--- config.mk ---
export PLATFORM = sky130hd
export DESIGN_NAME = icache_core
export DESIGN_NICKNAME = d
export VERILOG_FILES = /design/src/hdl/icache_pkg.sv /design/src/hdl/icache_core.sv /design/src/hdl/icache_ctrl.sv /design/src/hdl/icache_ram.sv /design/src/hdl/icache_ways.sv
export SDC_FILE = /design/constraint.sdc
export NUM_CORES = 2
export LEC_CHECK = 0
export ABC_AREA = 1
export ABC_CLOCK_PERIOD_IN_PS = 3300
export BUFFER_PORTS_ARGS = -buffer_cell sky130_fd_sc_hd__buf_4
export CORE_AREA = 2 2 553 555
export DETAILED_ROUTE_END_ITERATION = 8
export DIE_AREA = 0 0 555 557
export GPL_TIMING_DRIVEN = 1
export SLEW_MARGIN = 20
export SYNTH_ARGS = -nofsm -noshare
export SYNTH_HDL_FRONTEND = slang
export SYNTH_SLANG_ARGS = --single-unit
--- constraint.sdc ---
create_clock -name clk -period 3.3 [get_ports clk]
set_input_delay 0.66 -clock clk [delete_from_list [all_inputs] [get_ports clk]]
set_output_delay 0.66 -clock clk [all_outputs]
set_load 0.005 [all_outputs]
--- src/hdl/icache_pkg.sv ---
// instruction cache shared definitions
// bus widths, BIU request/response structs, controller states
// and the AHB burst codes used for cache line fills

`default_nettype none

package icache_pkg;

  localparam int XLEN = 32;  // one word, data and address

  typedef logic [XLEN-1:0] word_t;
  typedef logic [XLEN-1:0] addr_t;

  //////////////////////////////
  // AHB burst types
  //////////////////////////////
  localparam logic [2:0] HBURST_INCR4  = 3'b011;
  localparam logic [2:0] HBURST_INCR8  = 3'b101;
  localparam logic [2:0] HBURST_INCR16 = 3'b111;

  //////////////////////////////
  // BIU interface
  //////////////////////////////

  // cache to BIU
  typedef struct packed {
    logic       stb;    // held until stb_ack
    addr_t      adri;   // block aligned start
    logic [2:0] btype;
  } biu_req_t;

  // BIU to cache
  typedef struct packed {
    logic  stb_ack;
    logic  rack;  // one per data beat
    addr_t adro;  // beat address
    word_t dat;
  } biu_rsp_t;

  // fill controller states
  typedef enum logic [2:0] {
    FLUSH = 3'b000,
    ARMED = 3'b010,
    FILL  = 3'b100
  } ctrl_state_t;

endpackage

`default_nettype wire

--- src/hdl/icache_core.sv ---
// instruction cache core of the fetch unit
// registers the fetch pc, reads all ways in parallel and returns
// one 32 bit parcel per hit, one cycle after the pc is accepted
// misses are filled from the BIU by the controller

`timescale 1ns/10ps
`default_nettype none

module icache_core
  import icache_pkg::*;
#(
  parameter  int    CACHE_SIZE   = 256,
  parameter  int    BLOCK_SIZE   = 16,
  parameter  int    WAYS         = 2,
  parameter  addr_t PC_INIT      = 32'h0000_0200,
  localparam int    SETS         = CACHE_SIZE / BLOCK_SIZE / WAYS,
  localparam int    IDX_BITS     = $clog2(SETS),
  localparam int    BLK_OFF_BITS = $clog2(BLOCK_SIZE),
  localparam int    BURST_LEN    = BLOCK_SIZE / (XLEN/8),
  localparam int    BEAT_BITS    = $clog2(BURST_LEN),
  localparam int    TAG_BITS     = XLEN - IDX_BITS - BLK_OFF_BITS
)
(
  input  logic     clk,
  input  logic     rstn,
  input  addr_t    if_nxt_pc,
  input  logic     if_stall,
  input  logic     bu_cacheflush,
  output logic     if_stall_nxt_pc,
  output word_t    if_parcel,
  output addr_t    if_parcel_pc,
  output logic     if_parcel_valid,
  output biu_req_t biu_req,
  input  biu_rsp_t biu_rsp
);

  localparam int WORD_LSB = $clog2(XLEN/8);  // pc[1:0] ignored

  addr_t               pc;
  addr_t               rd_pc;
  logic                pc_valid;
  logic                accept;
  logic                hit;
  word_t               hit_dat;
  logic                flushing;
  logic [IDX_BITS-1:0] flush_idx;
  logic                tag_we, dat_we;

  assign accept = ~if_stall & ~if_stall_nxt_pc;

  always_ff @(posedge clk, negedge rstn)
  begin
    if (!rstn)
    begin
      pc       <= PC_INIT;
      pc_valid <= 1'b0;
    end
    else if (accept)
    begin
      pc       <= if_nxt_pc;
      pc_valid <= 1'b1;
    end
  end

  // read ahead with the next pc, else keep reading pc
  assign rd_pc = accept ? if_nxt_pc : pc;

  icache_ctrl #(.CACHE_SIZE(CACHE_SIZE), .BLOCK_SIZE(BLOCK_SIZE), .WAYS(WAYS)) u_ctrl (
    .clk             (clk),
    .rstn            (rstn),
    .pc              (pc),
    .pc_valid        (pc_valid),
    .hit             (hit),
    .bu_cacheflush   (bu_cacheflush),
    .biu_rsp         (biu_rsp),
    .biu_req         (biu_req),
    .flushing        (flushing),
    .flush_idx       (flush_idx),
    .tag_we          (tag_we),
    .dat_we          (dat_we),
    .if_stall_nxt_pc (if_stall_nxt_pc)
  );

  icache_ways #(.CACHE_SIZE(CACHE_SIZE), .BLOCK_SIZE(BLOCK_SIZE), .WAYS(WAYS)) u_ways (
    .clk        (clk),
    .rstn       (rstn),
    .rd_idx     (rd_pc[BLK_OFF_BITS +: IDX_BITS]),
    .rd_word    (rd_pc[WORD_LSB +: BEAT_BITS]),
    .lookup_tag (pc[XLEN-1 -: TAG_BITS]),
    .tag_we     (tag_we),
    .dat_we     (dat_we),
    .flushing   (flushing),
    .flush_idx  (flush_idx),
    .fill_adr   (biu_rsp.adro),
    .fill_dat   (biu_rsp.dat),
    .hit        (hit),
    .hit_dat    (hit_dat)
  );

  // parcel outputs follow pc, so they hold while stalled
  assign if_parcel       = hit_dat;
  assign if_parcel_pc    = pc;
  assign if_parcel_valid = pc_valid & hit & ~if_stall_nxt_pc;  // armed, current hit

endmodule

`default_nettype wire

--- src/hdl/icache_ctrl.sv ---
// instruction cache controller
// FLUSH walks all sets and clears the valid bits
// ARMED checks the lookup of pc and starts a fill on a miss
// FILL requests one incrementing burst from the BIU and writes
// each beat, the tag goes in with the last beat

`timescale 1ns/10ps
`default_nettype none

module icache_ctrl
  import icache_pkg::*;
#(
  parameter  int CACHE_SIZE   = 256,
  parameter  int BLOCK_SIZE   = 16,
  parameter  int WAYS         = 2,
  localparam int SETS         = CACHE_SIZE / BLOCK_SIZE / WAYS,
  localparam int IDX_BITS     = $clog2(SETS),
  localparam int BLK_OFF_BITS = $clog2(BLOCK_SIZE),
  localparam int BURST_LEN    = BLOCK_SIZE / (XLEN/8),
  localparam int BEAT_BITS    = $clog2(BURST_LEN)
)
(
  input  logic                clk,
  input  logic                rstn,
  input  addr_t               pc,
  input  logic                pc_valid,
  input  logic                hit,
  input  logic                bu_cacheflush,
  input  biu_rsp_t            biu_rsp,
  output biu_req_t            biu_req,
  output logic                flushing,
  output logic [IDX_BITS-1:0] flush_idx,
  output logic                tag_we,
  output logic                dat_we,
  output logic                if_stall_nxt_pc
);

  localparam logic [2:0] BTYPE = (BURST_LEN == 16) ? HBURST_INCR16 :
                                 (BURST_LEN == 8)  ? HBURST_INCR8  :
                                                     HBURST_INCR4;

  ctrl_state_t          state, nxt_state;
  logic [IDX_BITS-1:0]  set_cnt;
  logic [BEAT_BITS-1:0] beat_cnt;
  logic                 stb_done;    // request acknowledged
  logic                 flush_pend;  // flush seen during a fill
  logic                 rd_ok;       // memory outputs are current
  logic                 flush_req;
  logic                 miss;
  logic                 last_beat;
  logic                 flush_last;

  assign flush_req  = bu_cacheflush | flush_pend;
  assign flush_last = (state == FLUSH) & (set_cnt == IDX_BITS'(SETS - 1));
  assign last_beat  = (state == FILL) & biu_rsp.rack &
                      (beat_cnt == BEAT_BITS'(BURST_LEN - 1));

  // rd_ok is only ever set while ARMED
  assign miss = rd_ok & pc_valid & ~hit;

  //////////////////////////////
  // state machine
  //////////////////////////////
  always_comb
  begin
    nxt_state = state;
    case (state)
      FLUSH:
      begin
        if (flush_last)
        begin
          nxt_state = ARMED;
        end
      end
      ARMED:
      begin
        if (flush_req)
        begin
          nxt_state = FLUSH;
        end
        else if (miss)
        begin
          nxt_state = FILL;
        end
      end
      FILL:
      begin
        if (last_beat)
        begin
          nxt_state = flush_req ? FLUSH : ARMED;  // held flush taken here
        end
      end
      default: nxt_state = FLUSH;
    endcase
  end

  always_ff @(posedge clk, negedge rstn)
  begin
    if (!rstn)
    begin
      state      <= FLUSH;
      flush_pend <= 1'b0;
      rd_ok      <= 1'b0;
    end
    else
    begin
      state      <= nxt_state;
      flush_pend <= flush_req & (state != FLUSH) & (nxt_state != FLUSH);
      // the read in the first ARMED cycle may predate the last write
      rd_ok      <= (state == ARMED) & (nxt_state == ARMED);
    end
  end

  //////////////////////////////
  // set and beat counters
  //////////////////////////////
  always_ff @(posedge clk, negedge rstn)
  begin
    if (!rstn)
    begin
      set_cnt  <= '0;
      beat_cnt <= '0;
      stb_done <= 1'b0;
    end
    else
    begin
      if (state != FLUSH || flush_last)
      begin
        set_cnt <= '0;
      end
      else
      begin
        set_cnt <= set_cnt + 1'b1;
      end

      if (state != FILL)
      begin
        beat_cnt <= '0;
        stb_done <= 1'b0;
      end
      else
      begin
        if (biu_rsp.rack)
        begin
          beat_cnt <= beat_cnt + 1'b1;
        end
        if (biu_req.stb && biu_rsp.stb_ack)
        begin
          stb_done <= 1'b1;
        end
      end
    end
  end

  //////////////////////////////
  // outputs
  //////////////////////////////
  always_comb
  begin
    biu_req.stb   = (state == FILL) & ~stb_done;
    biu_req.adri  = {pc[XLEN-1:BLK_OFF_BITS], {BLK_OFF_BITS{1'b0}}};
    biu_req.btype = BTYPE;
  end

  assign flushing  = (state == FLUSH);
  assign flush_idx = set_cnt;
  assign dat_we    = (state == FILL) & biu_rsp.rack;
  assign tag_we    = flushing | last_beat;

  // next pc accepted only on a current lookup without a miss
  assign if_stall_nxt_pc = ~rd_ok | (pc_valid & ~hit);

endmodule

`default_nettype wire

--- src/hdl/icache_ram.sv ---
// simple dual port memory for the instruction cache
// one synchronous read port, one write port
// entry type is a parameter so tags and data words share it
// read during write to the same address returns the old entry

`timescale 1ns/10ps
`default_nettype none

module icache_ram #(
  parameter int  ABITS = 4,
  parameter type T     = logic [31:0]
)
(
  input  logic             clk,
  input  logic [ABITS-1:0] raddr,
  input  logic [ABITS-1:0] waddr,
  input  logic             we,
  input  T                 din,
  output T                 dout
);

  localparam int DEPTH = 2**ABITS;

  T mem [DEPTH];

  always_ff @(posedge clk)
  begin
    if (we)
    begin
      mem[waddr] <= din;
    end
    dout <= mem[raddr];  // old contents on collision
  end

endmodule

`default_nettype wire

--- src/hdl/icache_ways.sv ---
// instruction cache way array
// tag and data memories per way, tag compare and hit data mux
// victim way selection, lowest invalid way first, else a
// 20 bit pseudo random register
// write enables go to the victim on a fill, to all ways on a flush

`timescale 1ns/10ps
`default_nettype none

module icache_ways
  import icache_pkg::*;
#(
  parameter  int CACHE_SIZE   = 256,
  parameter  int BLOCK_SIZE   = 16,
  parameter  int WAYS         = 2,
  localparam int SETS         = CACHE_SIZE / BLOCK_SIZE / WAYS,
  localparam int IDX_BITS     = $clog2(SETS),
  localparam int BLK_OFF_BITS = $clog2(BLOCK_SIZE),
  localparam int BURST_LEN    = BLOCK_SIZE / (XLEN/8),
  localparam int BEAT_BITS    = $clog2(BURST_LEN),
  localparam int TAG_BITS     = XLEN - IDX_BITS - BLK_OFF_BITS
)
(
  input  logic                 clk,
  input  logic                 rstn,
  input  logic [IDX_BITS-1:0]  rd_idx,
  input  logic [BEAT_BITS-1:0] rd_word,
  input  logic [TAG_BITS-1:0]  lookup_tag,
  input  logic                 tag_we,
  input  logic                 dat_we,
  input  logic                 flushing,
  input  logic [IDX_BITS-1:0]  flush_idx,
  input  addr_t                fill_adr,
  input  word_t                fill_dat,
  output logic                 hit,
  output word_t                hit_dat
);

  localparam int WORD_LSB = $clog2(XLEN/8);
  localparam int WAY_BITS = (WAYS > 1) ? $clog2(WAYS) : 1;

  typedef struct packed {
    logic                valid;
    logic [TAG_BITS-1:0] tag;
  } tag_entry_t;

  tag_entry_t          tag_q [WAYS];
  tag_entry_t          tag_din;
  word_t               dat_q [WAYS];
  logic [IDX_BITS-1:0] tag_waddr;
  logic [WAYS-1:0]     way_hit;
  logic [WAYS-1:0]     victim_nxt, victim_q, victim_sel;
  logic [19:0]         way_random;
  logic [WAY_BITS-1:0] rnd_way;
  logic                fill_act;

  assign tag_din.valid = ~flushing;  // flush clears, fill sets
  assign tag_din.tag   = fill_adr[XLEN-1 -: TAG_BITS];
  assign tag_waddr     = flushing ? flush_idx : fill_adr[BLK_OFF_BITS +: IDX_BITS];

  //////////////////////////////
  // memories and tag compare
  //////////////////////////////
  for (genvar w = 0; w < WAYS; w++)
  begin : gen_way
    icache_ram #(.ABITS(IDX_BITS), .T(tag_entry_t)) u_tag_ram (
      .clk   (clk),
      .raddr (rd_idx),
      .waddr (tag_waddr),
      .we    (tag_we & (flushing | victim_sel[w])),
      .din   (tag_din),
      .dout  (tag_q[w])
    );

    icache_ram #(.ABITS(IDX_BITS + BEAT_BITS), .T(word_t)) u_dat_ram (
      .clk   (clk),
      .raddr ({rd_idx, rd_word}),
      .waddr (fill_adr[WORD_LSB +: IDX_BITS + BEAT_BITS]),
      .we    (dat_we & victim_sel[w]),
      .din   (fill_dat),
      .dout  (dat_q[w])
    );

    assign way_hit[w] = tag_q[w].valid & (tag_q[w].tag == lookup_tag);
  end

  assign hit = |way_hit;

  always_comb
  begin
    hit_dat = '0;
    for (int w = 0; w < WAYS; w++)
    begin
      hit_dat = hit_dat | (dat_q[w] & {XLEN{way_hit[w]}});  // and-or mux
    end
  end

  //////////////////////////////
  // victim selection
  //////////////////////////////
  assign rnd_way = way_random[WAY_BITS-1:0];

  always_comb
  begin
    victim_nxt = '0;
    victim_nxt[int'(rnd_way) % WAYS] = 1'b1;
    for (int w = WAYS-1; w >= 0; w--)
    begin
      if (!tag_q[w].valid)  // lowest invalid wins
      begin
        victim_nxt = '0;
        victim_nxt[w] = 1'b1;
      end
    end
  end

  // first beat picks the way, later beats reuse it
  assign victim_sel = fill_act ? victim_q : victim_nxt;

  always_ff @(posedge clk, negedge rstn)
  begin
    if (!rstn)
    begin
      fill_act   <= 1'b0;
      way_random <= '0;
    end
    else
    begin
      fill_act <= (fill_act | dat_we) & ~tag_we;  // ends with the tag write
      if (!fill_act)
      begin
        way_random <= {way_random[18:0], way_random[19] ~^ way_random[16]};
      end
    end
  end

  always_ff @(posedge clk)
  begin
    if (dat_we && !fill_act)
    begin
      victim_q <= victim_nxt;
    end
  end

endmodule

`default_nettype wire

==> summary.md <==
| Metric | Value |
|---|---|
| Worst Max-Slew Pin Slew | `between 1 and 1.5 ns` |
| Fillers | `26964` |
| Initial Util | `0.348` |
| Final setup viols | `67` |
| Most frequent cells in the layout | `2466 x edfxtp_1, 2417 x nand2_1, 1844 x nand3_1` |
| RR Startpoint | `if_parcel_pc[13]$_DFFE_PN0N_` |
| Slew HR | `0.315` |
| CP arrival | `3.22 ns` |
| Grt met1 use | `0.274` |
| Clk buf depth | `4` |
| Average wire per standard cell | `between 20 and 30 µm` |
| Failing checks | `setup timing` |
| Routed Antenna Nets | `0` |
| Final Hold Fails | `0` |
| Setup crit end kind | `primary output` |
| Unrepaired setup endpoints after global routing | `true` |
| # Max-Cap Violations | `0` |
| Peak Freq | `~0.26 GHz` |
| Outcome | `finished, violations left` |
| CP Launch Type | `flop` |
| Final net count | `approximately 9500` |
| Syn Inst Count | `approximately 9000` |
| Top cells by area, synth | `edfxtp_1 70%, nand3_1 9.5%, nand2_1 8.7%` |
| Core Rows | `between 200 and 250` |
| FF+latch area | `between 70000 and 80000 µm²` |
| Yosys top cell area share | `0.700` |
| Cell Area, Synth | `106000 µm²` |
| Placed insts | `about 13000` |
| Final Slew Violations | `0` |
| Port bufs | `a little under 200` |
| CP endpoint | `if_parcel[2]` |
| Crit path max fanout | `7` |
| Synth cell types | `42` |
| Fraction of layout cells with a size suffix above 1 | `0.166` |
| Die Ht | `557 µm` |
| R2R cell count | `25` |
| Sequential share of the synthesized area | `0.738` |
| Avg Cell Area, Syn | `11.9 µm²` |
| Critical path origin | `if_parcel_pc[25]$_DFFE_PN0N_` |
| FF+latch count, synth | `between 2000 and 3000` |
| Met2 Use GR | `0.334` |
| P&R area growth vs syn | `22.9%` |
| Clk sink count | `~2600` |
| Root Driver | `clkbuf_16` |
| Final min period | `between 3 and 4 ns` |
| Grt total ovfl | `0` |
| Pleak | `47.0 nW` |
| Final worst setup slack | `-0.584 ns` |
| Tcrit/Tclk final | `1.18` |
| Post-Place Worst Slack | `-0.152 ns` |
| Reg2reg setup slack | `-0.13 ns` |
| Initial antenna violation count | `24` |
| Detailed placement HPWL | `~180 mm` |
| Skew-Pair Late Insertion Delay | `between 0.8 and 0.9 ns` |
| Met3 Track Usage GR | `0.0346` |
| Full die area | `about 310000 µm²` |
| First-pass GRT wire length | `roughly 470 mm` |
| WL final | `between 300 and 400 mm` |
| H-tree levels | `5` |
| Multi-input logic area | `25300 µm²` |
| Clock Skew | `between 0.09 and 0.1 ns` |
| Die W | `approximately 560 µm` |
| Util after Layout | `0.427` |
| Vias/cell | `roughly 5.4` |
| Layout Cells excl Fill | `approximately 14000` |
| Pwr Density | `between 500 and 600 nW/µm²` |
| Critical path class | `reg -> out` |
| Finished Cell Area | `around 130000 µm²` |
| Synthesis warning total | `0` |
| GRT Total Usage | `0.207` |
| Drt pass-1 iters | `8` |
| Final Hold Slack | `~0.065 ns` |
| Largest net degree at the start of global routing | `roughly 110` |
| Routed vias | `between 70000 and 80000` |
| CP required | `2.64 ns` |
| Ports | `204` |
| CTS buffer count | `roughly 280` |
| Clk slew on worst S/H paths | `0.06 ns` |
| Core Footprint | `304000 µm²` |
| Worst hold path class | `in -> reg` |
| Routability Congestion | `0.907` |
| Peak supply drop | `about 540 µV` |
| Most common cell after layout, fill and taps aside | `edfxtp_1` |
| Area leader, netlist | `edfxtp_1` |
| Vias in the first global route | `a little under 70000` |
| Initial DRC count | `a little over 9000` |
| Post-DP Area | `116000 µm²` |
| DRC viols | `0` |
| Reg2Reg Capture Point | `u_ways.gen_way[0].u_dat_ram.dout[25]$_DFF_P_` |
| Grt peak-use layer | `met2` |
| CTS tree | `done` |
[through the flow]
step / TNS, ns / power [W]
floorplan: 0 / 0.0377
global placement: -5.48 / 0.0384
detailed placement: -3.28 / 0.0385
CTS: -19.64 / 0.0686
global route: -25.29 / 0.0700
finish: -18.65 / 0.0683
[flip-flops by register name, summed over array words and instances (netlist names)]
signal,cells
u_ways.gen_way.u_dat_ram.dout,64
u_ctrl.rd_ok,1
u_ctrl.beat_cnt,2
u_ctrl.state,3
u_ways.gen_way.u_tag_ram.dout,52
u_ways.fill_act,1
u_ctrl.stb_done,1
if_parcel_pc,32
u_ctrl.flush_pend,1
u_ways.victim_q,2
u_ways.gen_way.u_tag_ram.mem,416
u_ways.way_random,20
u_ways.gen_way.u_dat_ram.mem,2048
u_ctrl.flush_idx,3
pc_valid,1
[where the power goes]
part           switching (W)  internal (W)
sequential         0.0000401        0.0368
clock                 0.0129        0.0176
combinational       0.000754      0.000159
total                 0.0137        0.0546
[timing repair]
| action | CTS | global route |
|---|---|---|
| pin swaps | 29 | 86 |
| gates resized for setup | 113 | 362 |
| hold buffers | 2 | 0 |
| hold endpoints to repair | 28 | 0 |
| cloned | 15 | 74 |
| buffers inserted | 18 | 86 |
| endpoints found under the setup margin | 94 | 139 |
[worst min path at each step]
stage                                  startpoint                       endpoint  slack (ns)  depth (start not counted)
global route                        if_nxt_pc[15]   if_parcel_pc[15]$_DFFE_PN0N_        0.06                          3
detailed placement  u_ctrl.flush_idx[0]$_DFF_PN0_  u_ctrl.flush_idx[0]$_DFF_PN0_        0.46                          1
floorplan                                    rstn    if_parcel_pc[0]$_DFFE_PN0N_        0.36                          0
finish                              if_nxt_pc[18]   if_parcel_pc[18]$_DFFE_PN0N_        0.06                          3
CTS                                   biu_rsp[65]    u_ctrl.stb_done$_DFFE_PN0P_        0.02                          3
global placement    u_ctrl.flush_idx[0]$_DFF_PN0_  u_ctrl.flush_idx[0]$_DFF_PN0_        0.44                          1
[synthesized netlist by cell type (all sizes together)]
cell and number:
edfxtp 2466, nand2 2453, nand3 2007, buf 457, nor2 367, inv 325
o21ai 233, clkbuf 128, dfxtp 116, o22ai 105, dfrtp 64, a32o 32
a21oi 30, nand4 15, clkinv 8, nor3 8, nand3b 6, xnor2 6
nor4 5, ha 3, o2111ai 3, o211ai 3, or2 3, xor2 3
conb 2, mux2 2, or3 2, a221oi 1, a22o 1, dfstp 1
nor4b 1
[cells by family after synthesis]
kind of cell    after synthesis  share of synthesized area
xor+xnor                      9                   0.000746
other cells                   2                  0.0000710
buf+inv                     918                     0.0404
compound gates              408                     0.0227
fa+ha+maj                     3                   0.000355
mux                           2                   0.000213
flops                      2647                      0.738
simple gates               4867                      0.198
[final cells by class]
type | count | area share
antenna | 13 | 0.000250
clock buffer | 375 | 0.0588
clock inverter | 109 | 0.00855
inverter | 333 | 0.00996
multi-input combinational | 5298 | 0.195
sequential | 2647 | 0.601
tap | 3997 | 0.0385
timing repair buffer | 845 | 0.0885
[critical path, stage by stage, from the launching register on]
cell and delay [ns]:
dfrtp_2 0.43, xor2_2 0.16, or3_1 0.37, nor4_1 0.22, nand2_1 0.16, nor2_4 0.13
buf_12 0.17, buf_16 0.22, a32o_2 0.27, buf_12 0.14, buf_6 0.09
[metal layers]
metal | up-vias | routed length [µm]
met5 | - | 90
li1 | 32342 | -
met1 | 36570 | 136000
met2 | 3861 | 160000
met3 | 697 | 31700
met4 | 12 | 15200
No activity file was read; power rests on OpenSTA's default activity.
